## config.mk

```make
export PLATFORM = sky130hd
export DESIGN_NAME = osd_ram_bank
export DESIGN_NICKNAME = d
export VERILOG_FILES = /design/src/rtl/osd_pkg.sv /design/src/rtl/osd_ram_bank.sv
export SDC_FILE = /design/constraint.sdc
export NUM_CORES = 1
export LEC_CHECK = 0
export BUFFER_PORTS_ARGS = -buffer_cell sky130_fd_sc_hd__buf_4
export CAP_MARGIN = 10
export CORE_MARGIN = 3
export CORE_UTILIZATION = 26
export CTS_CLUSTER_DIAMETER = 120
export DETAILED_ROUTE_END_ITERATION = 6
export PLACE_DENSITY = 0.46
export SKIP_CTS_REPAIR_TIMING = 1
export SYNTH_ARGS = -nofsm -noshare
export SYNTH_HDL_FRONTEND = slang
export SYNTH_SLANG_ARGS = --single-unit
export TNS_END_PERCENT = 1
```

## constraint.sdc

```tcl
create_clock -name clk -period 7.7 [get_ports clk]
set_clock_uncertainty 0.05 [all_clocks]
set_input_delay 1.155 -clock clk [delete_from_list [all_inputs] [get_ports clk]]
set_output_delay 1.155 -clock clk [all_outputs]
set_load 0.05 [all_outputs]
```

## src/rtl/osd_pkg.sv

```systemverilog
// geometry of the OSD character memory
// shared by the register file, the banks, the reader and the top level
// one bank per text line, one byte per character

package osd_pkg;

    // text lines, one bank each
    localparam int OSD_BANKS = 8;

    // characters per line
    localparam int OSD_BANK_DEPTH = 128;

    // column address width inside a bank
    localparam int OSD_COL_W = 7;

    // bank index width
    localparam int OSD_BANK_W = 3;

    // display read address
    // bank index on top, column below
    localparam int OSD_ADDR_W = OSD_BANK_W + OSD_COL_W;

endpackage

```

## src/rtl/osd_ram_bank.sv

```systemverilog
// one text line of OSD character memory
// write port from the register file, registered read port to the reader
// read-first, so a same-cycle read of the written cell sees the old byte

`timescale 1ns/10ps

module osd_ram_bank (
    input  logic                          clk,
    input  logic                          wr_en,
    input  logic [osd_pkg::OSD_COL_W-1:0] wr_col,
    input  logic [7:0]                    wr_data,
    input  logic [osd_pkg::OSD_COL_W-1:0] rd_col,
    output logic [7:0]                    rd_data
);
    import osd_pkg::*;

    // one byte per character cell
    logic [7:0] mem [OSD_BANK_DEPTH];

    // host side write
    always_ff @(posedge clk) begin
        if (wr_en) begin
            mem[wr_col] <= wr_data;
        end
    end

    // display side read
    // free running, one cycle latency
    always_ff @(posedge clk) begin
        rd_data <= mem[rd_col];
    end

endmodule

```

### Yosys cells after proc, flatten, opt, wreduce, memory -nomap -nowiden

Memory sizes are Yosys's and may differ from the RTL's. A register that Yosys moved wholly into a read port is not among the register bits.
Index checks and enable logic that the tools add are counted.
Widths: inputs -> output; s select.

| cells by class | value |
|---|---|
| mux-type cells | 2 |

Operators by type and width:

| operator | number |
|---|---|
| $mux 1 | 2 |

| word-level totals | value |
|---|---|
| logic and storage cells | 3 |
| memory bits (writable) | 1024 |
| bits of input ports | 24 |
| register bits after elaboration | 0 |
| memories kept | 1 |

Memory list:

| memory | words | width | read ports | clocked after Yosys merged registers in | write ports | RTL line | RTL |
|---|---|---|---|---|---|---|---|
| mem | 128 | 8 | 1 | 1 | 1 | osd_ram_bank.sv:18 | `logic [7:0] mem [OSD_BANK_DEPTH];` |

### Depth between registers and ports, before layout

| logic depth | value |
|---|---|
| word-level depth | 2 |
| mapped depth | 7 |
| depth with buffers taken out | 4 |

### Worst setup path before layout

No wires, ideal clock.

| timing | value |
|---|---|
| kind | input port to flip-flop |
| from | input rd_col[0] (netlist name) |
| to | register rd_data[0] (read register of mem) |
| required time | 7529 ps |
| stages on the path | 6 |
| library setup time | 121 ps |
| path slack | 3991 ps |
| data arrival time | 3538 ps |
| cells stage by stage | clkbuf_1 > buf_1 > mux4_2 > mux4_2 > mux4_2 > mux2_2 |

RTL lines:

| item | RTL line | RTL |
|---|---|---|
| start: declaration | osd_ram_bank.sv:12 | `input logic [osd_pkg::OSD_COL_W-1:0] rd_col,` |
| end: declaration | osd_ram_bank.sv:13 | `output logic [7:0] rd_data` |

==> run summary <==
Result of the run: complete, no violations
Clock sinks: 1032
Static leakage: 13.6 nW
Worst Path Arrival: 4.15 ns
Met2 routed wirelength: 46.7 mm
Final Hold Violating Endpoints: 0
DR vias: 17390
Fraction of the cycle the final worst path needs: 47.5%
Share of async-settable or async-resettable flops after synthesis: 0%
Routability-driven placement congestion ratio: 0.760
Setup TNS: 0 ns
Detailed Route WL: 97.5 mm
Largest cells by area after synthesis: edfxtp_1 (78%), mux4_2 (19%), nor2_1 (1.2%)
Maximum number of pins on one net before global-route repair: 114
Core ar.: 151000 um^2
DRC Markers: 0
Utilization after layout: 30.5%
Fill cells: 14533
Worst hold path type: input pin to register
Y dimension of the die: 397 um
Largest buffer count on any clock path: 3
Cell accounting for the most synthesized area: edfxtp_1
Number of synthesized flops with an enable pin: 1024
Clock insertion delay at the later pin of the skew report: 0.68 ns
Worst-path fanout max: 113
Met3 wire length: 4.64 mm
Register area: 30900 um^2
Root buf cell: clkbuf_16
Count of different cell masters after synthesis: 17
Overall global routing resource usage: 12.3%
Post-layout min period: 3.65 ns
Crit path capture type: register
Worst slew slack as a fraction of its limit: 13.5%
Via density per instance: 4.54
Placed Instance Area: 42400 um^2
Layout net count: 1749
Remaining Overflow, GRT: 0
Final instance area: 45900 um^2
Max-slew violation count: 0
Wire length per cell after detailed routing: 25.4 um
Number of antenna-violating nets in the routed design: 0
Number of antenna violations at the first check in global routing: 8
Predominant post-synthesis flop cell: edfxtp_1
Post-synthesis sequential area ratio: 77.9%
Post-synthesis instance area: 39700 um^2
Type of the worst setup path: input pin to register
Area Overhead vs Synth: 15.8%
Tightest Pin Transition: 1.29 ns
I/O Pins: 32
Final number of setup-violating endpoints: 0
Data required time at the worst endpoint: 8.19 ns
Area enclosed by the die boundary: 157000 um^2
Synth Instances: 1635
Most used standard cell by instance count after synthesis: edfxtp_1
Final HPWL DP: 59.0 mm
Global-route wire length before repair: 139 mm
DRC marker count from the first detailed-route iteration: 1588
Power density of the placed cells: 261 nW/um^2
Count of standard-cell rows: 142
Peak VDD IR: 184 uV
Count of synthesis-stage warnings from yosys: 0
Synthesized area per cell: 24.3 um^2
Final-layout worst hold slack: 0.854 ns
Post-route insts no fill: 3833
I/O Buffers: 31
Commonest cells in the netlist: edfxtp_1 (1024), mux4_2 (336), nor2_1 (122)
Die Span X: 397 um
MaxCap Viol Count: 0
Via count of the first global-routing pass: 18336
Kind of start point of the critical path: input pin
Flops & latches, synth: 1032
Num CTS Buffers: 110
H-tree depth: 3
Share of cells above drive strength 1: 31.7%
Routed metal-1 wire length: 43.3 mm
Highest routing layer actually used: met5
Detailed Routing Iterations Pass 1: 5
Initial Utilization: 26.3%
Placed cell count: 3628
Area share of the largest cell type after synthesis: 77.5%
Clock-pin slew of the registers on the worst-case setup and hold paths: 0.06 ns
Syn Nets: 1659
Maximum operating frequency: 0.274 GHz
TritonCTS clock tree: built
Setup repair after global routing missed its margin: false
Area used by multi-input combinational logic: 8390 um^2
through the flow:
step	power (mW)	setup slack [ns]
after floorplan	6.67	3.99
after global placement	6.96	3.28
after detailed placement	6.96	3.28
after CTS	12.2	4.02
after global routing	12.4	3.88
final	12.0	4.05
path summary, 6_finish.rpt:
| kind | from | to | slack [ns] | cells after the start |
|---|---|---|---|---|
| min | rd_col[5] | rd_data[5]$_DFF_P_ | 0.85 | 2 |
| max | rd_col[2] | rd_data[6]$_DFF_P_ | 4.05 | 6 |
| max reg2reg | mem[125][6]$_DFFE_PP_ | rd_data[6]$_DFF_P_ | 5.22 | 4 |
| min reg2reg | mem[24][4]$_DFFE_PP_ | rd_data[4]$_DFF_P_ | 1.10 | 4 |
per-layer routing:
layer	up-vias	GRT usage [%]
li1	7218	-
met1	9584	16.9
met2	433	19.7
met3	145	2.55
met4	10	3.62
met5	-	0
power by group:
part           switching, mW  internal (mW)  total [mW]  leakage (nW)
combinational          0.368          0.232       0.600          2.66
clock                   2.14           3.03        5.18          1.71
sequential            0.0224           6.21        6.23          9.27
worst max-delay path, stage by stage:
cell and delay (ns):
buf_8 0.35, buf_12 0.52, mux4_2 0.47, mux4_2 0.57, mux4_2 0.55, mux2_2 0.29
registers in the layout, summed over array words and instances, names as in the netlist:
register  count
rd_data       8
mem        1024
cell type report:
cell class                 count  area share, %
antenna                        4         0.0218
clock buffer                 135           6.31
clock inverter                65           1.36
multi-input combinational    514           18.3
sequential                  1032           67.3
tap                         2016           5.49
timing repair buffer          67           1.28
cell usage in the layout (no fill, tap or decap), drive strengths merged:
cell	count
nand2b	2
clkbuf	135
nand2	14
clkinvlp	7
nand4	3
diode	4
buf	67
dfxtp	8
nand3	12
clkinv	43
or3	1
mux2	8
nor3	9
inv	4
mux4	336
nor2b	7
edfxtp	1024
bufinv	11
nor2	122
logic make-up after synthesis:
logic type / after synthesis / share of synthesized area [%]
mux: 344 / 19.3
simple gates: 170 / 1.76
buf+inv: 89 / 1.01
flops: 1032 / 77.9
Power figures use the tool's default switching activity.
