File: src/rtl/osd_pkg.sv
// geometry of the OSD character memory
// shared by the register file, the banks, the reader and the top level
// one bank per text line, one byte per character

package osd_pkg;

    // text lines, one bank each
    localparam int OSD_BANKS = 8;

    // characters per line
    localparam int OSD_BANK_DEPTH = 128;

    // column address width inside a bank
    localparam int OSD_COL_W = 7;

    // bank index width
    localparam int OSD_BANK_W = 3;

    // display read address
    // bank index on top, column below
    localparam int OSD_ADDR_W = OSD_BANK_W + OSD_COL_W;

endpackage

File: src/rtl/reg_map_pkg.sv
// host register map for the OSD control block
// the register file, the top level and the testbench import this package
// holds address and video-mode encodings plus the register reset values

package reg_map_pkg;

    // host register addresses
    // anything below 0x80 is an OSD character write
    typedef enum logic [7:0] {
        REG_OSD_OFFSET = 8'h80,
        REG_OSD_ENABLE = 8'h81,
        REG_HIGHLIGHT  = 8'h82,
        REG_RECONF     = 8'h83,
        REG_CTRL_HI    = 8'h85,
        REG_CTRL_LO    = 8'h86,
        REG_SCAN_HI    = 8'h87,
        REG_SCAN_LO    = 8'h88,
        REG_RESET_DC   = 8'hF0,
        REG_RESET_OPT  = 8'hF1,
        REG_RESET_CONF = 8'hF2
    } reg_addr_e;

    // output video mode
    // picked by the low nibble of a reconf write
    typedef enum logic [1:0] {
        VM_1080P = 2'd0,
        VM_960P  = 2'd1,
        VM_480P  = 2'd2,
        VM_VGA   = 2'd3
    } video_mode_e;

    // scanline intensity, 9 bits split over two registers
    localparam int SCAN_INTENSITY_W = 9;
    localparam logic [SCAN_INTENSITY_W-1:0] SCAN_INTENSITY_RST = 9'h100;

    // no line highlighted out of reset
    localparam logic [7:0] HIGHLIGHT_RST = 8'd255;

    // controller button word width
    localparam int CTRL_W = 12;

endpackage
File: src/rtl/osd_reg_file.sv
// host-side register file of the OSD add-on
// decodes the byte strobe bus, holds the control registers and returns
// registered readback, writes below 0x80 go to the character banks

`timescale 1ns/10ps

module osd_reg_file (
    input  logic                                     clk,
    input  logic                                     arst_n,
    input  logic [7:0]                               addr,
    input  logic [7:0]                               wr_data,
    input  logic                                     write_en,
    input  logic [reg_map_pkg::CTRL_W-1:0]           ctrl_buttons,
    output logic [7:0]                               rd_data,
    output logic                                     enable_osd,
    output logic [7:0]                               highlight_line,
    output logic [7:0]                               reconf_data,
    output reg_map_pkg::video_mode_e                 video_mode,
    output logic [reg_map_pkg::SCAN_INTENSITY_W-1:0] scan_intensity,
    output logic                                     scan_thickness,
    output logic                                     scan_oddeven,
    output logic                                     scan_active,
    output logic                                     reset_dc,
    output logic                                     reset_opt,
    output logic [7:0]                               reset_conf,
    output logic [osd_pkg::OSD_BANKS-1:0]            bank_wr_en,
    output logic [osd_pkg::OSD_COL_W-1:0]            osd_wr_col,
    output logic [7:0]                               osd_wr_data
);
    import reg_map_pkg::*;
    import osd_pkg::*;

    // host address seen as a register name
    reg_addr_e addr_dec;

    // character write on this edge
    logic char_wr;

    // bank picked for character writes
    logic [OSD_BANK_W-1:0] osd_offset;

    assign addr_dec = reg_addr_e'(addr);
    assign char_wr  = write_en && !addr[7];

    //////////////////////////////////////////////////
    // control register writes
    //////////////////////////////////////////////////

    always_ff @(posedge clk or negedge arst_n) begin
        if (!arst_n) begin
            osd_offset     <= '0;
            enable_osd     <= 1'b0;
            highlight_line <= HIGHLIGHT_RST;
            reconf_data    <= '0;
            video_mode     <= VM_1080P;
            scan_intensity <= SCAN_INTENSITY_RST;
            scan_thickness <= 1'b0;
            scan_oddeven   <= 1'b0;
            scan_active    <= 1'b0;
            reset_conf     <= '0;
        end else if (write_en) begin
            case (addr_dec)
                // bank offset for later character writes
                REG_OSD_OFFSET: osd_offset <= wr_data[OSD_BANK_W-1:0];
                REG_OSD_ENABLE: enable_osd <= wr_data[0];
                REG_HIGHLIGHT:  highlight_line <= wr_data;
                REG_RECONF: begin
                    // raw byte always kept
                    reconf_data <= wr_data;
                    // only codes 0..3 change the mode
                    case (wr_data[3:0])
                        4'd0:    video_mode <= VM_1080P;
                        4'd1:    video_mode <= VM_960P;
                        4'd2:    video_mode <= VM_480P;
                        4'd3:    video_mode <= VM_VGA;
                        default: video_mode <= video_mode;
                    endcase
                end
                // upper intensity bits
                REG_SCAN_HI: scan_intensity[SCAN_INTENSITY_W-1:1] <= wr_data;
                REG_SCAN_LO: begin
                    // intensity lsb and the three flags, low nibble ignored
                    scan_intensity[0] <= wr_data[7];
                    scan_thickness    <= wr_data[6];
                    scan_oddeven      <= wr_data[5];
                    scan_active       <= wr_data[4];
                end
                REG_RESET_CONF: reset_conf <= wr_data;
                default: ;
            endcase
        end
    end

    //////////////////////////////////////////////////
    // reset levels
    //////////////////////////////////////////////////

    // set by a write to its address
    // held while the strobe stays up, dropped on the first idle edge
    always_ff @(posedge clk or negedge arst_n) begin
        if (!arst_n) begin
            reset_dc  <= 1'b0;
            reset_opt <= 1'b0;
        end else if (!write_en) begin
            reset_dc  <= 1'b0;
            reset_opt <= 1'b0;
        end else begin
            if (addr_dec == REG_RESET_DC) begin
                reset_dc <= 1'b1;
            end
            if (addr_dec == REG_RESET_OPT) begin
                reset_opt <= 1'b1;
            end
        end
    end

    //////////////////////////////////////////////////
    // character write steering
    //////////////////////////////////////////////////

    // one-hot bank strobe, one cycle per write edge
    always_ff @(posedge clk or negedge arst_n) begin
        if (!arst_n) begin
            bank_wr_en <= '0;
        end else if (char_wr) begin
            bank_wr_en <= {{(OSD_BANKS-1){1'b0}}, 1'b1} << osd_offset;
        end else begin
            bank_wr_en <= '0;
        end
    end

    // column and byte travel with the strobe
    always_ff @(posedge clk) begin
        if (char_wr) begin
            osd_wr_col  <= addr[OSD_COL_W-1:0];
            osd_wr_data <= wr_data;
        end
    end

    //////////////////////////////////////////////////
    // readback
    //////////////////////////////////////////////////

    // shows register state from before the current edge
    always_ff @(posedge clk or negedge arst_n) begin
        if (!arst_n) begin
            rd_data <= '0;
        end else begin
            case (addr_dec)
                REG_OSD_OFFSET: rd_data <= {{(8-OSD_BANK_W){1'b0}}, osd_offset};
                REG_OSD_ENABLE: rd_data <= {7'b0, enable_osd};
                REG_HIGHLIGHT:  rd_data <= highlight_line;
                REG_RECONF:     rd_data <= reconf_data;
                // buttons, upper eight
                REG_CTRL_HI:    rd_data <= ctrl_buttons[CTRL_W-1:4];
                // buttons, lower four left aligned
                REG_CTRL_LO:    rd_data <= {ctrl_buttons[3:0], 4'b0000};
                REG_SCAN_HI:    rd_data <= scan_intensity[SCAN_INTENSITY_W-1:1];
                REG_SCAN_LO: begin
                    rd_data <= {scan_intensity[0], scan_thickness,
                                scan_oddeven, scan_active, 4'b0000};
                end
                REG_RESET_CONF: rd_data <= reset_conf;
                default:        rd_data <= '0;
            endcase
        end
    end

endmodule

File: config.mk
export PLATFORM = sky130hd
export DESIGN_NAME = osd_reg_file
export DESIGN_NICKNAME = d
export VERILOG_FILES = /design/src/rtl/osd_pkg.sv /design/src/rtl/reg_map_pkg.sv /design/src/rtl/osd_reg_file.sv
export SDC_FILE = /design/constraint.sdc
export NUM_CORES = 1
export LEC_CHECK = 0
export BUFFER_PORTS_ARGS = -buffer_cell sky130_fd_sc_hd__buf_2
export CAP_MARGIN = 15
export CORE_MARGIN = 3
export CORE_UTILIZATION = 25
export DETAILED_ROUTE_END_ITERATION = 8
export PLACE_DENSITY_LB_ADDON = 0.2
export SLEW_MARGIN = 40
export SYNTH_ARGS = -nofsm -noshare
export SYNTH_HDL_FRONTEND = slang
export SYNTH_SLANG_ARGS = --single-unit
File: constraint.sdc
create_clock -name clk -period 1.7 [get_ports clk]
set_clock_uncertainty 0.05 [all_clocks]
set_input_delay 0.085 -clock clk [delete_from_list [all_inputs] [get_ports clk]]
set_output_delay 0.085 -clock clk [all_outputs]
set_load 0.02 [all_outputs]
# --- Word level (Yosys, flattened, before mapping) ---
# Index checks and enable logic that the tools add are counted.
classes:
  n_reduce_logical: 12
  muxes: 7
  n_mul: 0
  n_eq_ne: 16
  bitwise_logic: 0
  shift: 1
  div_mod_pow: 0
  add_sub_neg: 0
  magnitude_cmp: 0
op_table:
  columns: ["operator", "count"]
  rows:
  - ["== test 8 bit (second input constant)", 11]
  - ["case mux 8 bit (9 select lines)", 1]
  - ["AND reduction 2 bit", 7]
  - ["== test 4 x 2 -> 1 bit (second input constant)", 2]
  - ["2-to-1 mux 8 bit", 1]
  - ["case mux 2 bit (4 select lines)", 1]
  - ["left shift 1 x 3 -> 8 bit (first input constant)", 1]
  - ["== test 4 x 1 -> 1 bit (second input constant)", 1]
  - ["logical NOT 4 bit", 1]
  - ["2-to-1 mux 1 bit", 4]
  - ["inequality test 2 x 1 -> 1 bit (second input constant)", 2]
  - ["nonzero test 4 bit", 1]
  - ["AND reduction 3 bit", 1]
  - ["logical AND 1 bit", 1]
  - ["logical NOT 1 bit", 1]
word_totals:
  ram_bits: 0
  ff_bits: 75
  rom_bits: 0
  inputBits: 31
  latch_bits: 0
  elab_cells: 53
  out_inout_bits: 72
  n_memories: 0

# --- Depth between registers and ports, before layout ---
# Gate-level depths: netlist (run 1).
logic_depth:
  word_depth: 3
  mapped_depth: 7
  ltp_nobuf: 4

# --- Worst setup path before layout (run 1) ---
# No wires, ideal clock.
synth_path:
  path_kind: "input to register"
  start: "in write_en"
  end: "reg bank_wr_en[4] (netlist name)"
  cell_stages: 4
  required_ns: 1.562
  setup_time_ns: 0.088
  n_path_buf: 1
  arrival_time_ns: 1.462
  setup_slack_ns: 0.100
  path_cell_list: "buf_2 nor2b_1 nand2_1 nor3_1"
synth_between:
  elab_chain_len: 2
synth_lines:
  columns: ["element", "line_no", "text"]
  rows:
  - ["start, declared", "osd_reg_file.sv:12", "input logic write_en,"]
  - ["logical AND 1 bit", "osd_reg_file.sv:43", "assign char_wr = write_en && !addr[7];"]
  - ["via char_wr", "osd_reg_file.sv:37", "logic char_wr;"]
  - ["2-to-1 mux 8 bit", "osd_reg_file.sv:125", "end else if (char_wr) begin"]
  - ["end signal, assigned", "osd_reg_file.sv:126", "bank_wr_en <= {{(OSD_BANKS-1){1'b0}}, 1'b1} << osd_offset;"]
  - ["end, declared", "osd_reg_file.sv:26", "output logic [osd_pkg::OSD_BANKS-1:0] bank_wr_en,"]
# The timed path passes the listed nets, and every way through them passes these cells.
# A chain may end at the register's enable or synchronous reset.

# --- Worst setup path after layout (run 1) ---
layout_path:
  start: "in addr[4]"
  end: "reg scan_oddeven"
layout_between:
  elab_chain_len: 2
layout_lines:
  columns: ["element", "line_no", "text"]
  rows:
  - ["start, declared", "osd_reg_file.sv:10", "input logic [7:0] addr,"]
  - ["== test 8 bit", "osd_reg_file.sv:62", "case (addr_dec)"]
  - ["AND reduction 2 bit (no line)", null, null]
  - ["end signal, assigned", "osd_reg_file.sv:85", "scan_oddeven <= wr_data[5];"]
  - ["end, declared", "osd_reg_file.sv:21", "output logic scan_oddeven,"]
# No other way between the ends.

==> run_results.csv, run 1 <==
group,metric,value,unit
power_and_ir_drop,p_per_area,914.5,nW/um^2
placement,dp_hpwl,7455,um
synthesis,synth_top_area_share,0.3862,
critical_path,endpoint_kind,"register",
cells_and_area,nets,401,
power_and_ir_drop,totalPowerFinal,4159,uW
floorplan,fp-row-count,41,
sta,fmax,0.6618,GHz
placement,place_ws,-0.1289,ns
routing,dr_total_vias,2471,
critical_path,max_stage_delay,0.52,ns
critical_path,rr_startpoint,"scan_intensity[3]$_DFFE_PN0P_",
global_routing,grt_pass1_vias,2602,
cells_and_area,layout-drive-gt1-share,0.5360,
global_routing,grt_overflow_total,0,
sta,fin_crit_sh,0.8889,
sta,rsz0062_at_grt,"no",
placement,portBuffers,102,
cells_and_area,multi_input_area,1256,sq um
synthesis,synth_common_cells,"51 x dfrtp_1, 33 x mux2_2, 15 x edfxtp_1",
power_and_ir_drop,irDropWorstVdd,0.0004275,V
synthesis,yosysMostFrequentCell,"dfrtp_1",
cts,clk_pin_slew,0.05,ns
cts,htree_levels,3,
power_and_ir_drop,leakage,0.002251,uW
sta,layout_setup_ws,0.1889,ns
placement,place_congestion,0.7940,
sta,final-setup-viol-count,0,
run_status,outcome,"finished clean",
synthesis,synth_area_leaders,"dfrtp_1 39%, edfxtp_1 14%, mux2_2 11%",
critical_path,cp-start-kind,"input port",
synthesis,yosysWarnings,0,
floorplan,boundaryPins,103,
synthesis,synth.distinct_cells,49,
critical_path,crit_fanout,5,
routing,totalWireLength,10180,um
worst_hold_path,hp-class,"in2reg",
sta,whs,0.01035,ns
sta,relSlewSlack,0.7244,
sta,final-hold-violation-count,0,
routing,dr.pass1.iters,4,
synthesis,async_flop_share,0.8000,
routing,viasPerCell,4.517,
routing,drc,0,
cts,cts_hold_buf,10,
critical_path,timing.rr.end,"rd_data[2]$_DFF_PN0_",
cells_and_area,diodes,0,
global_routing,grt_max_degree,61,
synthesis,postSynthCellCount,230,
critical_path,rrSetupSlack,0.37,ns
floorplan,dieArea,14630,sq um
synthesis,synth-edff-count,15,
cells_and_area,n_fill_cell,1283,
cts,cts_repair_resize_count,0,
critical_path,required,1.86,ns
routing,drtIter0Drc,110,
sta,min_period,1.511,ns
cells_and_area,regArea,1963,sq um
worst_hold_path,worstHoldPathCells,1,
cts,post_cts_buffers,0,
cts,clock-sinks,75,
synthesis,synth_area_leader_cell,"dfrtp_1",
synthesis,ys_ff_latch,75,
critical_path,critPathKind,"in2reg",
global_routing,grt_pass1_wl,15470,um
synthesis,syn_area_per_cell,14.37,sq um
routing,wl_per_cell,18.61,um
floorplan,start_util,0.2587,
cts,clock_latency,0.33,ns
cts,cts_tree,"yes",
floorplan,die-width,121.0,um
synthesis,netlist_area,3304,sq um
worst_hold_path,hold_start,"wr_data[2]",
sta,drv_slew,0,
floorplan,fp.dieH,121.0,um
cts,cts_made_buffers,9,
synthesis,ys_seq_area_frac,0.5941,
critical_path,cp_data_arrival_time,1.68,ns
cts,root_buffer,"clkbuf_16",
cells_and_area,stdcell_count,547,
critical_path,worstPathCellList,"buf_2, or4b_1, buf_4, nor4_4, mux2_1",
job,cap_violations,0,
cells_and_area,syn2layout_area_growth,37.64,%
critical_path,reg2reg_depth,4,
global_routing,antenna_found_initial,0,
sta,tightest_slew,0.4103,ns
critical_path,slowest_stage,"or4b_1",
placement,dp.cells,521,
cells_and_area,finish.utilization,0.3561,
cts,clockBufferDepth,2,
routing,ant_nets,0,
worst_hold_path,whs_endpoint,"osd_wr_data[2]$_DFFE_PP_",
floorplan,core_region_area,12770,sq um
synthesis,synthFlopType,"dfrtp_1",
synthesis,synth_fp_nets,261,
global_routing,grt_use_total,0.1443,
==> sequential cells by signal, indices dropped and copies added, names as in the netlist, 2 cells and up <==
| signal | cells |
|---|---|
| reconf_data | 8 |
| osd_wr_col | 7 |
| reset_conf | 8 |
| video_mode | 2 |
| osd_wr_data | 8 |
| rd_data | 8 |
| bank_wr_en | 8 |
| highlight_line | 8 |
| scan_intensity | 9 |
| osd_offset | 3 |
==> worst max-delay path: cells and delay by family <==
kind / cells / cell delay [ns]
buf+inv: 2 / 0.32
mux: 1 / 0.36
simple gates: 2 / 0.91
==> routing by layer <==
layer | vias up | wire (um) | GRT usage | part of all wire
met5 | - | 0 | 0 | 0
met4 | 0 | 295 | 0.07295 | 0.029
met3 | 18 | 718 | 0.05035 | 0.071
met2 | 79 | 4514 | 0.2098 | 0.44
met1 | 1228 | 4648 | 0.1895 | 0.46
li1 | 1146 | - | - | -
==> power breakdown <==
part / switching [uW] / internal, uW / total, uW
registers: 48.7 / 1920 / 1970
clock network: 708 / 986 / 1690
logic: 297 / 197 / 495
total: 1050 / 3110 / 4160
==> kinds of logic after synthesis <==
family,after synthesis,share of synthesized area
flip-flops,75,0.5941
AO/OA/AOI/OAI,33,0.07271
buffers and inverters,13,0.02650
AND/OR/NAND/NOR,55,0.1170
multiplexers,54,0.1897
==> stage by stage <==
stage / setup TNS (ns) / area [sq um]
6_report: 0 / 4548
5_1_grt: 0 / 4548
4_1_cts: 0 / 4548
3_5_place_dp: -1.250 / 4192
3_3_place_gp: -1.266 / 4192
2_1_floorplan: 0 / 3304
==> how the worst max path moves through the flow <==
stage / depth (start not counted) / slack, ns / startpoint / endpoint
final: 5 / 0.19 / addr[4] / scan_oddeven$_DFFE_PN0P_
after global routing: 5 / 0.14 / addr[4] / scan_oddeven$_DFFE_PN0P_
after CTS: 5 / 0.21 / addr[4] / scan_oddeven$_DFFE_PN0P_
after detailed placement: 5 / -0.13 / addr[4] / scan_oddeven$_DFFE_PN0P_
after global placement: 5 / -0.13 / addr[4] / scan_intensity[0]$_DFFE_PN0P_
after floorplan: 4 / 0.10 / write_en / bank_wr_en[4]$_DFF_PN0_
==> layout by cell type, fill, tap and decap left out, types with 2 or more instances in the layout <==
master	count
a21oi_1	6
a221o_1	4
a22oi_1	7
a31oi_1	3
and2_1	2
and3_1	3
buf_12	2
buf_2	102
buf_4	27
clkbuf_1	4
clkbuf_16	9
clkinv_2	2
dfrtp_1	51
dfstp_2	9
dlygate4sd3_1	10
edfxtp_1	15
mux2_1	4
mux2_2	33
mux2_4	8
mux2i_1	9
nand2_1	8
nand2b_1	4
nand3b_1	2
nor2_1	8
nor2b_1	5
nor3_1	9
o21ai_0	3
o32ai_1	2
==> area by class of cell <==
| class | instances | share of cell area |
|---|---|---|
| clock buffer | 13 | 0.05282 |
| clock inverter | 3 | 0.003576 |
| inverter | 1 | 0.0008253 |
| multi-input combinational | 142 | 0.2762 |
| sequential | 75 | 0.4316 |
| tap | 172 | 0.04732 |
| timing repair buffer | 141 | 0.1876 |
No activity file was read; power rests on OpenSTA's default activity.
==> run 2: changes to the inputs <==
- ABC_AREA: unset -> 1
==> run 2 against run 1 <==
Compared with the run above: count of clock-buffer cells in the layout fell by 4; combinational power is 5.9% lower; non-clock buffer count is 12 lower; fmax decreased by 3.9%; worst setup slack lost 0.061 ns; cell area is 0.85% lower; via count up 21%; critical path depth up 4; utilization decreased by 0.30 points; clock power is essentially flat; sequential share of layout area increased by 0.37 points; synthesized cell count rose by 62%.
==> run_results.csv, run 2 <==
group,metric,value,unit
critical_path,worstPathCellList,"dlygate4sd3_1, buf_2, inv_1, nand2_2, nor2_2, nand2_2, nor2_2, nand2_1, nand2_1",
critical_path,critPathKind,"in2reg",
critical_path,worst-path-buf-inv,3,
critical_path,required,1.92,ns
run_status,outcome,"finished clean",
synthesis,netlist_area,3301,sq um
cells_and_area,nets,534,
critical_path,max_stage_delay,0.53,ns
synthesis,synthFlopType,"dfrtp_1",
synthesis,postSynthCellCount,372,
cells_and_area,syn2layout_area_growth,36.62,%
placement,portBuffers,102,
synthesis,yosysMostFrequentCell,"nand2_1",
sta,final-hold-violation-count,0,
critical_path,endpoint_kind,"register",
sta,fin_crit_sh,0.9250,
cells_and_area,layout_common_cells,"120 x nand2_1, 102 x buf_2, 51 x dfrtp_1",
cts,cts_made_buffers,9,
synthesis,synth_area_leaders,"dfrtp_1 39%, edfxtp_1 14%, nand2_1 14%",
routing,drtIter0Drc,207,
global_routing,grt_use_total,0.1492,
synthesis,synth_fp_nets,403,
synthesis,synth_area_leader_cell,"dfrtp_1",
floorplan,fp.dieH,120.9,um
routing,dr_total_vias,2980,
critical_path,cp-start-kind,"input port",
placement,place_ws,0.2116,ns
sta,layout_setup_ws,0.1274,ns
worst_hold_path,hp-class,"in2reg",
global_routing,grt_max_degree,61,
power_and_ir_drop,totalPowerFinal,4139,uW
floorplan,core_region_area,12770,sq um
routing,wl_per_cell,15.68,um
sta,fmax,0.6359,GHz
job,cap_violations,0,
synthesis,synth-edff-count,15,
cells_and_area,final_common_cell,"nand2_1",
floorplan,die-width,120.9,um
cells_and_area,largest_reg_flops,9,
cts,cts_tree,"yes",
cts,clock-sinks,75,
sta,rsz0062_at_grt,"yes",
synthesis,async_flop_share,0.8000,
power_and_ir_drop,leakage,0.002424,uW
placement,dp_hpwl,7649,um
placement,place_congestion,0.8245,
sta,min_period,1.573,ns
critical_path,crit_fanout,10,
synthesis,syn_area_per_cell,8.873,sq um
routing,drc,0,
cells_and_area,stdcell_count,680,
global_routing,grt_pass1_vias,3010,
cts,clockBufferDepth,2,
sta,whs,0.01360,ns
synthesis,ys_ff_latch,75,
global_routing,grt_overflow_total,0,
global_routing,antenna_found_initial,0,
cells_and_area,layout-drive-gt1-share,0.3051,
synthesis,synth.distinct_cells,18,
critical_path,slowest_stage,"dlygate4sd3_1",
cells_and_area,finish.utilization,0.3530,
critical_path,cpLargestDelayFamily,"simple AND/OR/NAND/NOR gates",
synthesis,synth_common_cells,"120 x nand2_1, 51 x dfrtp_1, 46 x nand3_1, 40 x o21ai_0, 37 x nor2_1",
cells_and_area,diodes,0,
synthesis,yosysWarnings,0,
sta,tightest_slew,0.3940,ns
floorplan,start_util,0.2584,
sta,final-setup-viol-count,0,
cts,root_buffer,"clkbuf_16",
floorplan,fp-row-count,41,
placement,dp.cells,648,
global_routing,grt_pass1_wl,16480,um
floorplan,dieArea,14620,sq um
synthesis,synth_top_area_share,0.3867,
routing,dr.pass1.iters,4,
power_and_ir_drop,irDropWorstVdd,0.0004033,V
cts,clk_pin_slew,0.06,ns
critical_path,cp_data_arrival_time,1.79,ns
synthesis,ys_seq_area_frac,0.5948,
sta,drv_slew,0,
routing,totalWireLength,10670,um
routing,ant_nets,0,
critical_path,rrSetupSlack,0.70,ns
routing,viasPerCell,4.382,
cells_and_area,top_register,"scan_intensity",
floorplan,boundaryPins,103,
sta,relSlewSlack,0.7363,
cts,htree_levels,3,
power_and_ir_drop,p_per_area,917.8,nW/um^2
cts,clock_latency,0.33,ns
==> run 2: metal layers <==
layer | GRT usage | wire, um | share of wire | up-vias
li1 | - | - | - | 1480
met5 | 0 | 0 | 0 | -
met1 | 0.2017 | 4927 | 0.46 | 1414
met4 | 0.05170 | 159 | 0.015 | 0
met2 | 0.2362 | 5062 | 0.47 | 74
met3 | 0.03310 | 515 | 0.048 | 12
==> run 2: area by class of cell <==
class / count / area, sq um
fillers: 1336 / 8264
flip-flops and latches: 75 / 1963
multi-input cells: 266 / 1202
repair buffers: 129 / 785.8
clock buffers: 9 / 225.2
well taps: 172 / 215.2
inverters: 22 / 82.58
clock inverters: 7 / 35.03
==> run 2: metrics by stage <==
step | area (sq um) | TNS, ns
final | 4509 | 0
after global routing | 4509 | -0.007449
after CTS | 4483 | 0
after detailed placement | 4083 | 0
after global placement | 4083 | 0
after floorplan | 3301 | 0
==> run 2: cell families (layout without fill, tap and decap cells) <==
family	after synthesis	in the layout	share of synthesized area
simple gates	220	221	0.2942
buf+inv	32	167	0.04283
flops	75	75	0.5948
compound gates	45	45	0.06823
==> run 2: timing repair <==
item,4_1_cts,5_1_grt
setup endpoints to repair,0,39
gates resized for setup,0,0
hold buffers,14,0
endpoints found under the hold margin,76,0
buffers inserted,0,1
==> run 2: worst register-to-register path: stages (launching register included) <==
cell and delay [ns]:
dfrtp_1 0.40, nand3_1 0.09, nand2_1 0.05, nor2_1 0.18, nand2_1 0.11
==> run 2: report_power, final <==
group	switching, uW	total (uW)	internal (uW)	leakage, uW
combinational	316	466	150	0.00139
sequential	51.3	1980	1930	0.000908
clock	724	1690	966	0.000130
total	1090	4140	3050	0.00242
==> run 2: worst paths after layout <==
path	from	endpoint	cells past startpoint
worst max-delay path	addr[2]	reset_conf[7]$_DFFE_PN0P_	9
worst min-delay path	ctrl_buttons[8]	rd_data[4]$_DFF_PN0_	5
worst max register to register	scan_intensity[7]$_DFFE_PN0P_	rd_data[6]$_DFF_PN0_	4
worst min register to register	highlight_line[4]$_DFFE_PN1P_	highlight_line[4]$_DFFE_PN1P_	2
max in group asynchronous	arst_n	scan_intensity[8]$_DFFE_PN1P_	3
min in group asynchronous	arst_n	rd_data[7]$_DFF_PN0_	3
