`src/rtl/osd_pkg.sv`:
```
// geometry of the OSD character memory
// shared by the register file, the banks, the reader and the top level
// one bank per text line, one byte per character

package osd_pkg;

    // text lines, one bank each
    localparam int OSD_BANKS = 8;

    // characters per line
    localparam int OSD_BANK_DEPTH = 128;

    // column address width inside a bank
    localparam int OSD_COL_W = 7;

    // bank index width
    localparam int OSD_BANK_W = 3;

    // display read address
    // bank index on top, column below
    localparam int OSD_ADDR_W = OSD_BANK_W + OSD_COL_W;

endpackage

```
`src/rtl/osd_char_reader.sv`:
```
// display-side read path of the OSD character memory
// picks the addressed bank one cycle after the banks registered their bytes
// gates the character with the OSD enable and flags the highlighted line

`timescale 1ns/10ps

module osd_char_reader (
    input  logic                           clk,
    input  logic                           arst_n,
    input  logic [osd_pkg::OSD_BANK_W-1:0] rd_bank,
    input  logic [7:0]                     bank_rd_data [osd_pkg::OSD_BANKS],
    input  logic                           enable_osd,
    input  logic [7:0]                     highlight_line,
    output logic [7:0]                     osd_char,
    output logic                           osd_highlight
);
    import osd_pkg::*;

    // bank index lined up with bank read data
    logic [OSD_BANK_W-1:0] bank_q;

    // bank index widened for the highlight compare
    logic [7:0] line_idx;

    assign line_idx = {{(8-OSD_BANK_W){1'b0}}, bank_q};

    // stage 1
    always_ff @(posedge clk or negedge arst_n) begin
        if (!arst_n) begin
            bank_q <= '0;
        end else begin
            bank_q <= rd_bank;
        end
    end

    // stage 2
    // blank and no highlight while OSD is off
    always_ff @(posedge clk or negedge arst_n) begin
        if (!arst_n) begin
            osd_char      <= '0;
            osd_highlight <= 1'b0;
        end else if (enable_osd) begin
            osd_char      <= bank_rd_data[bank_q];
            osd_highlight <= (line_idx == highlight_line);
        end else begin
            osd_char      <= '0;
            osd_highlight <= 1'b0;
        end
    end

endmodule

```
`config.mk`:
```
export PLATFORM = sky130hd
export DESIGN_NAME = osd_char_reader
export DESIGN_NICKNAME = d
export VERILOG_FILES = /design/src/rtl/osd_pkg.sv /design/src/rtl/osd_char_reader.sv
export SDC_FILE = /design/constraint.sdc
export NUM_CORES = 1
export LEC_CHECK = 0
export BUFFER_PORTS_ARGS = -buffer_cell sky130_fd_sc_hd__buf_2
export CAP_MARGIN = 0
export CORE_MARGIN = 5
export CORE_UTILIZATION = 36
export CTS_CLUSTER_DIAMETER = 100
export DETAILED_ROUTE_END_ITERATION = 16
export PLACE_DENSITY = 0.77
export SYNTH_ARGS = -nofsm -noshare
export SYNTH_HDL_FRONTEND = slang
export SYNTH_SLANG_ARGS = --single-unit
```
`constraint.sdc`:
```
create_clock -name clk -period 1.82 [get_ports clk]
set_input_delay 0.091 -clock clk [delete_from_list [all_inputs] [get_ports clk]]
set_output_delay 0.091 -clock clk [all_outputs]
set_load 0.01 [all_outputs]
```
Word level (Yosys, flattened, before mapping)

Index checks and enable logic that the tools add are counted.

Add/subtract/negate cells: 0
$mul: 0
Divide/modulo/power cells: 0
Magnitude comparators: 1
Equal/unequal tests: 1
Shifts and indexed selects: 0
Muxes and demuxes: 5
Bitwise operators: 1
Reduce and logical (&&, ||, !) cells: 0

Operator list:

| kind                                                     | count |
|---|---|
| 8-bit binary-select mux with 3-bit select                | 1 |
| 8-bit two-way mux                                        | 3 |
| 3-bit by 8-bit == test with 1-bit output                 | 1 |
| 4-bit greater-or-equal comparator, second input constant | 1 |
| 3-bit inverter with 4-bit output                         | 1 |
| 1-bit two-way mux                                        | 1 |

Bits in registers: 12
Latch bits: 0
RAM bits: 0
Memory bits (read-only): 0
Input bits: 78
Output and inout bits: 9
Memories: 0

Longest topological paths before layout

Gate-level depths: netlist of the first run.

Depth in word-level cells: 5
Mapped depth: 5
Gate-level depth less buffers: 3

Least setup slack after synthesis of the first run

OpenSTA, ideal clock, no wires.

Path type: register to register
From: register bank_q[1]
To: register osd_char[0]
Setup time: 0.121 ns
Arrival: 1.239 ns
Setup slack: 0.460 ns
Stages on the path, launching flop included: 6
Path buffers: 2
Cells stage by stage: dfrtp_1 -> buf_6 -> buf_12 -> mux4_2 -> mux2i_1 -> nor2_1

Word-level cells in the longest chain between the ends: 5

Ends and longest elaborated chain:

| element                                                | line                  | text |
|---|---|---|
| from (decl)                                            | osd_char_reader.sv:20 | `logic [OSD_BANK_W-1:0] bank_q;` |
| from (signal assigned)                                 | osd_char_reader.sv:32 | `bank_q <= rd_bank;` |
| 3-bit inverter with 4-bit output (not written as such) | osd_char_reader.sv:43 | `osd_char <= bank_rd_data[bank_q];` |
| 8-bit binary-select mux with 3-bit select              | osd_char_reader.sv:43 |  |
| 8-bit two-way mux (not written as such) (2 in a row)   | osd_char_reader.sv:43 |  |
| 8-bit two-way mux                                      | osd_char_reader.sv:42 | `end else if (enable_osd) begin` |
| to (signal assigned)                                   | osd_char_reader.sv:43 |  |
| to (decl)                                              | osd_char_reader.sv:14 | `output logic [7:0] osd_char,` |

Every way passes these cells. The select of a mux whose other input is x is not followed.

Worst setup path after layout of the first run

From: register bank_q[1]
To: register osd_char[1]

The elaborated chain is that of the path after synthesis.

==> impl_results.html, run 1 <==
<table>
<tr><th>Metric</th><th>Value</th></tr>
<tr><th colspan="2">Global route</th></tr>
<tr><td>Number of global-route vias before repair</td><td>989</td></tr>
<tr><td>GRT Util Overall</td><td>16.2%</td></tr>
<tr><td>First-pass GRT wire length</td><td>4260 um</td></tr>
<tr><td>Number of antenna violations at the first check in global routing</td><td>0</td></tr>
<tr><td>Largest net degree at the start of global routing</td><td>16</td></tr>
<tr><td>Sum of overflow across all layers after global routing</td><td>0</td></tr>
<tr><th colspan="2">Synth</th></tr>
<tr><td>Number of register bits inferred by synthesis</td><td>12</td></tr>
<tr><td>Number of cells produced by synthesis</td><td>56</td></tr>
<tr><td>Most frequently used cell type in the post-synthesis netlist</td><td>sky130_fd_sc_hd__dfrtp_1</td></tr>
<tr><td>Cell type contributing the most total cell area after synthesis</td><td>sky130_fd_sc_hd__dfrtp_1</td></tr>
<tr><td>Number of unique standard cell types used by synthesis</td><td>14</td></tr>
<tr><td>Post-synth EDFFs</td><td>0</td></tr>
<tr><td>Ys async rst share</td><td>100%</td></tr>
<tr><td>Synthesized area per cell</td><td>16.1 um2</td></tr>
<tr><td>Sequential element share of the synthesized area</td><td>33.3%</td></tr>
<tr><td>Synthesized cell area</td><td>902 um2</td></tr>
<tr><td>Number of nets in the synthesized netlist</td><td>134</td></tr>
<tr><td>Commonest cells in the synthesized netlist</td><td>12 x sky130_fd_sc_hd__dfrtp_1, 9 x sky130_fd_sc_hd__mux4_1, 8 x sky130_fd_sc_hd__mux2i_1, 8 x sky130_fd_sc_hd__nor2_1, 7 x sky130_fd_sc_hd__mux4_2</td></tr>
<tr><td>Number of warnings printed during yosys synthesis</td><td>0</td></tr>
<tr><td>Cells taking the most area after synthesis</td><td>sky130_fd_sc_hd__dfrtp_1 33%, sky130_fd_sc_hd__mux4_1 26%, sky130_fd_sc_hd__mux4_2 17%</td></tr>
<tr><td>Post-synth top flop</td><td>sky130_fd_sc_hd__dfrtp_1</td></tr>
<tr><td>Share of Yosys cell area claimed by the top area cell type</td><td>33.3%</td></tr>
<tr><th colspan="2">Worst setup path</th></tr>
<tr><td>Sort of element at the end of the critical path</td><td>flop</td></tr>
<tr><td>Slowest cell delay on critical path</td><td>0.57 ns</td></tr>
<tr><td>Data arrival time of the critical path</td><td>1.70 ns</td></tr>
<tr><td>R2R cell count</td><td>4</td></tr>
<tr><td>Reg-to-reg endpoint</td><td>osd_char[1]$_DFF_PN0_</td></tr>
<tr><td>Kind of launch point of the worst setup path</td><td>flop</td></tr>
<tr><td>Start of the worst register-to-register path</td><td>bank_q[1]$_DFF_PN0_</td></tr>
<tr><td>Buffer and inverter count on the worst path</td><td>1</td></tr>
<tr><td>Worst Path Required</td><td>1.99 ns</td></tr>
<tr><td>Category of the most critical setup path</td><td>reg2reg</td></tr>
<tr><td>Series of cell instances along the critical path</td><td>buf_12 &gt; mux4_1 &gt; mux2i_1 &gt; nor2_1</td></tr>
<tr><td>Worst path slowest cell</td><td>sky130_fd_sc_hd__mux4_1</td></tr>
<tr><td>Largest driver fanout on the critical path</td><td>15</td></tr>
<tr><td>Reg-to-reg setup timing slack</td><td>0.29 ns</td></tr>
<tr><td>Kind of cell adding the most delay to the critical path</td><td>multiplexers</td></tr>
<tr><th colspan="2">Floorplan</th></tr>
<tr><td>Core region area</td><td>2430 um2</td></tr>
<tr><td>Die area</td><td>3610 um2</td></tr>
<tr><td>Floorplan die height</td><td>60.1 um</td></tr>
<tr><td>Die width</td><td>60.1 um</td></tr>
<tr><td>Initial Util</td><td>37.1%</td></tr>
<tr><td># rows</td><td>18</td></tr>
<tr><td>Top Ports</td><td>87</td></tr>
<tr><th colspan="2">Cells and area</th></tr>
<tr><td>Share of final-layout standard cells stronger than drive strength 1</td><td>66.9%</td></tr>
<tr><td>Filler-free cell count of the finished design</td><td>178</td></tr>
<tr><td>Count of inserted antenna diode cells</td><td>0</td></tr>
<tr><td>Layout area overhead</td><td>59.1%</td></tr>
<tr><td>Design area</td><td>1440 um2</td></tr>
<tr><td>Number of fill cells in the layout</td><td>203</td></tr>
<tr><td>Core Util, Final</td><td>59.0%</td></tr>
<tr><td>Net count reported at finish</td><td>227</td></tr>
<tr><th colspan="2">Detailed routing</th></tr>
<tr><td>Routed via count</td><td>887</td></tr>
<tr><td>Count of routing violations after the opening detailed-route iteration</td><td>26</td></tr>
<tr><td>Met3 WL</td><td>309 um</td></tr>
<tr><td>Met1 wire length</td><td>941 um</td></tr>
<tr><td>Drt pass-1 iters</td><td>4</td></tr>
<tr><td>Highest Signal Layer</td><td>met4</td></tr>
<tr><td>DR vias/cell</td><td>4.98</td></tr>
<tr><td>Average detailed-routed wire length per instance</td><td>16.2 um</td></tr>
<tr><td>Residual DRC count</td><td>0</td></tr>
<tr><td>Remaining antenna violation count</td><td>0</td></tr>
<tr><td>Metal2 WL</td><td>1530 um</td></tr>
<tr><td>Routed wire length</td><td>2880 um</td></tr>
<tr><th colspan="2">Clock network</th></tr>
<tr><td>Total CTS buffers</td><td>3</td></tr>
<tr><td>Clock tree sinks</td><td>12</td></tr>
<tr><td>Post-cts sizing count</td><td>0</td></tr>
<tr><td>Source-to-sink clock delay at the later pin of the worst-skew pair</td><td>0.28 ns</td></tr>
<tr><td>CTS tree</td><td>built</td></tr>
<tr><td>Number of buffers on the longest clock path</td><td>2</td></tr>
<tr><td>CTS root buf</td><td>sky130_fd_sc_hd__clkbuf_4</td></tr>
<tr><td>Number of post-CTS setup repair buffers</td><td>0</td></tr>
<tr><td>H-tree lvl count</td><td>1</td></tr>
<tr><td>CTS clk-pin slew, worst paths</td><td>0.08 ns</td></tr>
<tr><td>Count of hold buffers inserted by post-cts repair</td><td>5</td></tr>
<tr><th colspan="2">Timing</th></tr>
<tr><td>Measured slew at the worst slew-check pin</td><td>0.511 ns</td></tr>
<tr><td>Period Utilization, post-route</td><td>84.2%</td></tr>
<tr><td>Worst slew margin relative to its limit</td><td>65.9%</td></tr>
<tr><td>Final setup violating endpoints</td><td>0</td></tr>
<tr><td>Final critical-path required period</td><td>1.53 ns</td></tr>
<tr><td>Smallest hold slack</td><td>0.0461 ns</td></tr>
<tr><td>Sum of negative setup slack</td><td>0 ns</td></tr>
<tr><td>Final max-slew violation count</td><td>0</td></tr>
<tr><td>RSZ-0062 raised after global routing</td><td>no</td></tr>
<tr><td>Number of failing hold endpoints at the final stage</td><td>0</td></tr>
<tr><td>Clk_skew</td><td>0.00100 ns</td></tr>
<tr><td>Maximum clock frequency</td><td>0.653 GHz</td></tr>
<tr><th colspan="2">Pwr</th></tr>
<tr><td>Largest voltage drop on the vdd net</td><td>0.303 mV</td></tr>
<tr><td>Static leakage power</td><td>0.000767 uW</td></tr>
<tr><td>Total power per unit cell area</td><td>523 nW/um2</td></tr>
<tr><th colspan="2">Run</th></tr>
<tr><td>Max cap viols</td><td>0</td></tr>
<tr><th colspan="2">Hold path</th></tr>
<tr><td>Worst Hold Path EP</td><td>osd_highlight$_DFF_PN0_</td></tr>
<tr><td>Class of the tightest hold or removal check</td><td>in2reg</td></tr>
<tr><td>Hold Path Stages</td><td>3</td></tr>
<tr><td>Critical hold path startpoint</td><td>highlight_line[7]</td></tr>
<tr><th colspan="2">Placement</th></tr>
<tr><td>Post-Place Cells</td><td>169</td></tr>
<tr><td>Cell Area, Placed</td><td>1350 um2</td></tr>
<tr><td>Final RePlAce weighted congestion</td><td>0.807</td></tr>
<tr><td>Port buffer count</td><td>86</td></tr>
<tr><td>DPL Wire Length</td><td>2490 um</td></tr>
<tr><th colspan="2">Run status</th></tr>
<tr><td>Result of the run</td><td>finished, final reports clean</td></tr>
</table>
-- worst max path at each step --
stage | start | end | slack (ns) | cells after the start
after floorplan | bank_q[1]$_DFF_PN0_ | osd_char[0]$_DFF_PN0_ | 0.46 | 5
after global routing | bank_q[1]$_DFF_PN0_ | osd_char[5]$_DFF_PN0_ | 0.15 | 4
final | bank_q[1]$_DFF_PN0_ | osd_char[1]$_DFF_PN0_ | 0.29 | 4
after CTS | bank_q[1]$_DFF_PN0_ | osd_char[1]$_DFF_PN0_ | 0.27 | 4
after detailed placement | bank_q[1]$_DFF_PN0_ | osd_char[1]$_DFF_PN0_ | 0.29 | 4
after global placement | bank_q[1]$_DFF_PN0_ | osd_char[4]$_DFF_PN0_ | 0.34 | 4
-- state kept, by name, summed over array words and instances (netlist names) --
signal / cells
bank_q: 3
osd_char: 8
osd_highlight: 1
-- cell type report --
class	count	area, um2	share of cell area [%]
multi-input combinational	38	549	38.3
tap	30	37.5	2.62
timing repair buffer	93	508	35.4
sequential	12	300	20.9
inverter	1	3.75	0.262
clock buffer	4	36.3	2.53
-- logic make-up after synthesis --
kind of cell / after synthesis / share of synthesized area [%]
mux: 24 / 52.6
simple gates: 11 / 5.41
xor+xnor: 3 / 2.91
buf+inv: 6 / 5.83
flops: 12 / 33.3
-- per-stage QoR --
stage | total power (uW) | worst slack, ns
final | 750 | 0.287
after global routing | 792 | 0.151
after CTS | 759 | 0.267
after detailed placement | 533 | 0.286
after global placement | 524 | 0.343
after floorplan | 421 | 0.460
-- cell usage in the layout (no fill, tap or decap), drive strengths merged --
cell and instances:
buf 88, clkbuf 4, clkinv 1, dfrtp 12, dlygate4sd3 5, mux2i 8, mux4 16, nand3 1
nor2 8, nor4 1, or4 1, xnor2 3
-- where the power goes --
part	switching [uW]	internal (uW)	total, uW	leakage (uW)
Clock	96.6	122	218	0.0000210
Sequential	14.1	285	299	0.000152
Combinational	80.3	152	233	0.000594
Total	191	560	750	0.000767
-- worst register-to-register path, delay by kind of cell (launching register included) --
kind / cells / cell delay (ns)
flip-flops: 1 / 0.45
multiplexers: 2 / 0.73
buffers and inverters: 1 / 0.19
AND/OR/NAND/NOR: 1 / 0.06
-- routing by layer --
| metal | vias to the layer above | GRT usage, % |
|---|---|---|
| met1 | 417 | 16.5 |
| met5 | - | 0 |
| met3 | 11 | 4.32 |
| met2 | 44 | 29.6 |
| li1 | 415 | - |
| met4 | 0 | 8.86 |
Note: power is estimated with default switching activity, not from simulation.
==> run 2, diff against run 1 <==
CORE_UTILIZATION = 32   (was 36)
PLACE_DENSITY = 0.72   (was 0.77)
clock period = 1.4 ns   (was 1.82 ns; I/O delays follow)
==> run 2 against run 1 <==
  * Combinational power is 43% higher
  * Clock skew is 0.0020 ns higher
  * First-iteration DRC count is 46% higher
  * Global-route usage is 1.3 points lower
  * Die area is 10% higher
  * Non-clock buffer count is 5 higher
  * Flip-flop and latch count stayed put
  * Critical endpoint is now osd_char[7]$_DFF_PN0_
  * Largest power group unchanged
==> impl_results.html, run 2 (synthesized netlist as in run 1, its figures left out) <==
<table>
<tr><th>Metric</th><th>Value</th></tr>
<tr><th colspan="2">Global route</th></tr>
<tr><td>GRT Util Overall</td><td>14.9%</td></tr>
<tr><td>Sum of overflow across all layers after global routing</td><td>0</td></tr>
<tr><td>Met3 capacity usage during global routing</td><td>3.55%</td></tr>
<tr><td>Number of antenna violations at the first check in global routing</td><td>0</td></tr>
<tr><td>Number of global-route vias before repair</td><td>1,025</td></tr>
<tr><td>Routing usage on met1</td><td>17.8%</td></tr>
<tr><td>Largest net degree at the start of global routing</td><td>13</td></tr>
<tr><td>Most congested layer reported by global routing</td><td>met2</td></tr>
<tr><td>First-pass GRT wire length</td><td>4770 um</td></tr>
<tr><td>Met2 track utilization from global routing</td><td>26.8%</td></tr>
<tr><th colspan="2">Cells and area</th></tr>
<tr><td>Sequential cell area</td><td>302 um2</td></tr>
<tr><td>Share of final-layout standard cells stronger than drive strength 1</td><td>73.2%</td></tr>
<tr><td>Layout area overhead</td><td>63.0%</td></tr>
<tr><td>Net count reported at finish</td><td>232</td></tr>
<tr><td>Max FFs per register</td><td>8</td></tr>
<tr><td>Count of inserted antenna diode cells</td><td>0</td></tr>
<tr><td>Design area</td><td>1470 um2</td></tr>
<tr><td>Filler-free cell count of the finished design</td><td>184</td></tr>
<tr><td>Most common cell after layout, fill and taps aside</td><td>sky130_fd_sc_hd__buf_2</td></tr>
<tr><td>Combined area of the multi-input logic cells</td><td>523 um2</td></tr>
<tr><td>Largest register by flop count</td><td>osd_char</td></tr>
<tr><td>Leading registers by flop count</td><td>osd_char x8, bank_q x3, osd_highlight x1</td></tr>
<tr><td>Number of fill cells in the layout</td><td>236</td></tr>
<tr><td>Leading cell types in the layout, fill and taps excluded</td><td>86 x sky130_fd_sc_hd__buf_2, 14 x sky130_fd_sc_hd__mux4_2, 11 x sky130_fd_sc_hd__dfrtp_1</td></tr>
<tr><th colspan="2">Floorplan</th></tr>
<tr><td>Top Ports</td><td>87</td></tr>
<tr><td># rows</td><td>19</td></tr>
<tr><td>Die width</td><td>63.1 um</td></tr>
<tr><td>Initial Util</td><td>33.0%</td></tr>
<tr><td>Floorplan die height</td><td>63.1 um</td></tr>
<tr><td>Core region area</td><td>2730 um2</td></tr>
<tr><td>Die area</td><td>3980 um2</td></tr>
<tr><th colspan="2">Worst setup path</th></tr>
<tr><td>Largest driver fanout on the critical path</td><td>5</td></tr>
<tr><td>Capture point of the worst path</td><td>osd_char[7]$_DFF_PN0_</td></tr>
<tr><td>Reg-to-reg endpoint</td><td>osd_char[7]$_DFF_PN0_</td></tr>
<tr><td>Kind of launch point of the worst setup path</td><td>flop</td></tr>
<tr><td>Worst path slowest cell</td><td>sky130_fd_sc_hd__mux4_2</td></tr>
<tr><td>Data arrival time of the critical path</td><td>1.56 ns</td></tr>
<tr><td>Reg-to-reg setup timing slack</td><td>0.001 ns</td></tr>
<tr><td>Worst setup path startpoint</td><td>bank_q[1]$_DFF_PN0_</td></tr>
<tr><td>Sort of element at the end of the critical path</td><td>flop</td></tr>
<tr><td>R2R cell count</td><td>4</td></tr>
<tr><td>Category of the most critical setup path</td><td>reg2reg</td></tr>
<tr><td>Worst Path Required</td><td>1.56 ns</td></tr>
<tr><td>Series of cell instances along the critical path</td><td>clkbuf_16 &gt; mux4_2 &gt; mux2i_1 &gt; nor2_1</td></tr>
<tr><td>Start of the worst register-to-register path</td><td>bank_q[1]$_DFF_PN0_</td></tr>
<tr><td>Slowest cell delay on critical path</td><td>0.50 ns</td></tr>
<tr><th colspan="2">Hold path</th></tr>
<tr><td>Critical hold path startpoint</td><td>highlight_line[7]</td></tr>
<tr><td>Class of the tightest hold or removal check</td><td>in2reg</td></tr>
<tr><th colspan="2">Timing</th></tr>
<tr><td>Final setup violating endpoints</td><td>0</td></tr>
<tr><td>Clk_skew</td><td>0.00305 ns</td></tr>
<tr><td>Period Utilization, post-route</td><td>99.9%</td></tr>
<tr><td>Number of failing hold endpoints at the final stage</td><td>0</td></tr>
<tr><td>Worst slew margin relative to its limit</td><td>80.2%</td></tr>
<tr><td>Measured slew at the worst slew-check pin</td><td>0.297 ns</td></tr>
<tr><td>Final critical-path required period</td><td>1.40 ns</td></tr>
<tr><td>Smallest hold slack</td><td>0.0351 ns</td></tr>
<tr><td>Maximum clock frequency</td><td>0.715 GHz</td></tr>
<tr><td>Final WS setup</td><td>0.00138 ns</td></tr>
<tr><td>RSZ-0062 raised after global routing</td><td>yes</td></tr>
<tr><td>Final max-slew violation count</td><td>0</td></tr>
<tr><th colspan="2">Detailed routing</th></tr>
<tr><td>Routed via count</td><td>890</td></tr>
<tr><td>Remaining antenna violation count</td><td>0</td></tr>
<tr><td>Count of routing violations after the opening detailed-route iteration</td><td>38</td></tr>
<tr><td>Drt pass-1 iters</td><td>4</td></tr>
<tr><td>Residual DRC count</td><td>0</td></tr>
<tr><td>Average detailed-routed wire length per instance</td><td>16.4 um</td></tr>
<tr><td>DR vias/cell</td><td>4.84</td></tr>
<tr><td>Routed wire length</td><td>3010 um</td></tr>
<tr><th colspan="2">Run status</th></tr>
<tr><td>Result of the run</td><td>finished, final reports clean</td></tr>
<tr><th colspan="2">Placement</th></tr>
<tr><td>Worst slack at placement</td><td>-0.0563 ns</td></tr>
<tr><td>DPL Wire Length</td><td>2460 um</td></tr>
<tr><td>Post-Place Cells</td><td>173</td></tr>
<tr><td>Port buffer count</td><td>86</td></tr>
<tr><td>Final RePlAce weighted congestion</td><td>0.792</td></tr>
<tr><td>Cell Area, Placed</td><td>1370 um2</td></tr>
<tr><th colspan="2">Clock network</th></tr>
<tr><td>Source-to-sink clock delay at the later pin of the worst-skew pair</td><td>0.27 ns</td></tr>
<tr><td>H-tree lvl count</td><td>1</td></tr>
<tr><td>Clock tree sinks</td><td>12</td></tr>
<tr><td>Number of buffers on the longest clock path</td><td>2</td></tr>
<tr><td>CTS root buf</td><td>sky130_fd_sc_hd__clkbuf_4</td></tr>
<tr><td>CTS clk-pin slew, worst paths</td><td>0.08 ns</td></tr>
<tr><td>CTS tree</td><td>built</td></tr>
<tr><td>Total CTS buffers</td><td>3</td></tr>
<tr><th colspan="2">Pwr</th></tr>
<tr><td>Static leakage power</td><td>0.000769 uW</td></tr>
<tr><td>Largest voltage drop on the vdd net</td><td>0.457 mV</td></tr>
<tr><td>Total power per unit cell area</td><td>674 nW/um2</td></tr>
<tr><td>Power, Total</td><td>990 uW</td></tr>
<tr><th colspan="2">Run</th></tr>
<tr><td>Max cap viols</td><td>0</td></tr>
</table>
run 2: changes by cell type in the layout (fill, tap and decap cells not counted), sizes merged:
cell / previous run / this run
clkbuf: 4 / 5
buf: 88 / 92
run 2: report_power, final:
| part | switching [uW] | total [uW] | internal [uW] |
|---|---|---|---|
| Combinational | 118 | 333 | 215 |
| Sequential | 13.9 | 385 | 371 |
| Clock | 114 | 272 | 158 |
| Total | 246 | 990 | 744 |
run 2: per-layer routing:
| layer | wire length, um | share of wire [%] | up-vias |
|---|---|---|---|
| li1 | - | - | 418 |
| met1 | 1050 | 35 | 422 |
| met2 | 1670 | 55 | 48 |
| met3 | 289 | 9.6 | 2 |
| met4 | 5 | 0.17 | 0 |
| met5 | 0 | 0 | - |
run 2: cell type report:
type | instances | share of cell area, %
clock buffer | 4 | 2.47
inverter | 1 | 0.255
multi-input combinational | 38 | 35.6
sequential | 12 | 20.5
tap | 31 | 2.64
timing repair buffer | 98 | 38.6
run 2: critical path, delay by kind of cell (launching register included):
kind                   cells  cell delay (ns)
and+or+nand+nor            1             0.05
buffers and inverters      1             0.17
DFF                        1             0.43
muxes                      2             0.64
run 2: through the flow:
step	TNS, ns	utilization (%)
after floorplan	0	-
after detailed placement	-0.286	50.2
after global routing	-0.392	53.8
after CTS	-0.133	52.7
final	0	53.8
after global placement	-0.0560	50.2
run 2: repair_timing:
item	4_1_cts	5_1_grt
setup buffers	0	1
setup endpoints to repair	7	7
gates resized for setup	5	4
hold buffers	5	0
gates cloned	0	1
hold endpoints to repair	16	0
pin swaps	0	0
run 2: how the worst min path moves through the flow:
stage	end	slack, ns	depth (start not counted)
6_report	osd_highlight$_DFF_PN0_	0.04	3
5_1_grt	osd_highlight$_DFF_PN0_	0.06	3
4_1_cts	osd_highlight$_DFF_PN0_	0.03	3
3_5_place_dp	osd_char[4]$_DFF_PN0_	-0.04	1
3_3_place_gp	osd_highlight$_DFF_PN0_	-0.05	1
2_1_floorplan	bank_q[0]$_DFF_PN0_	-0.23	0
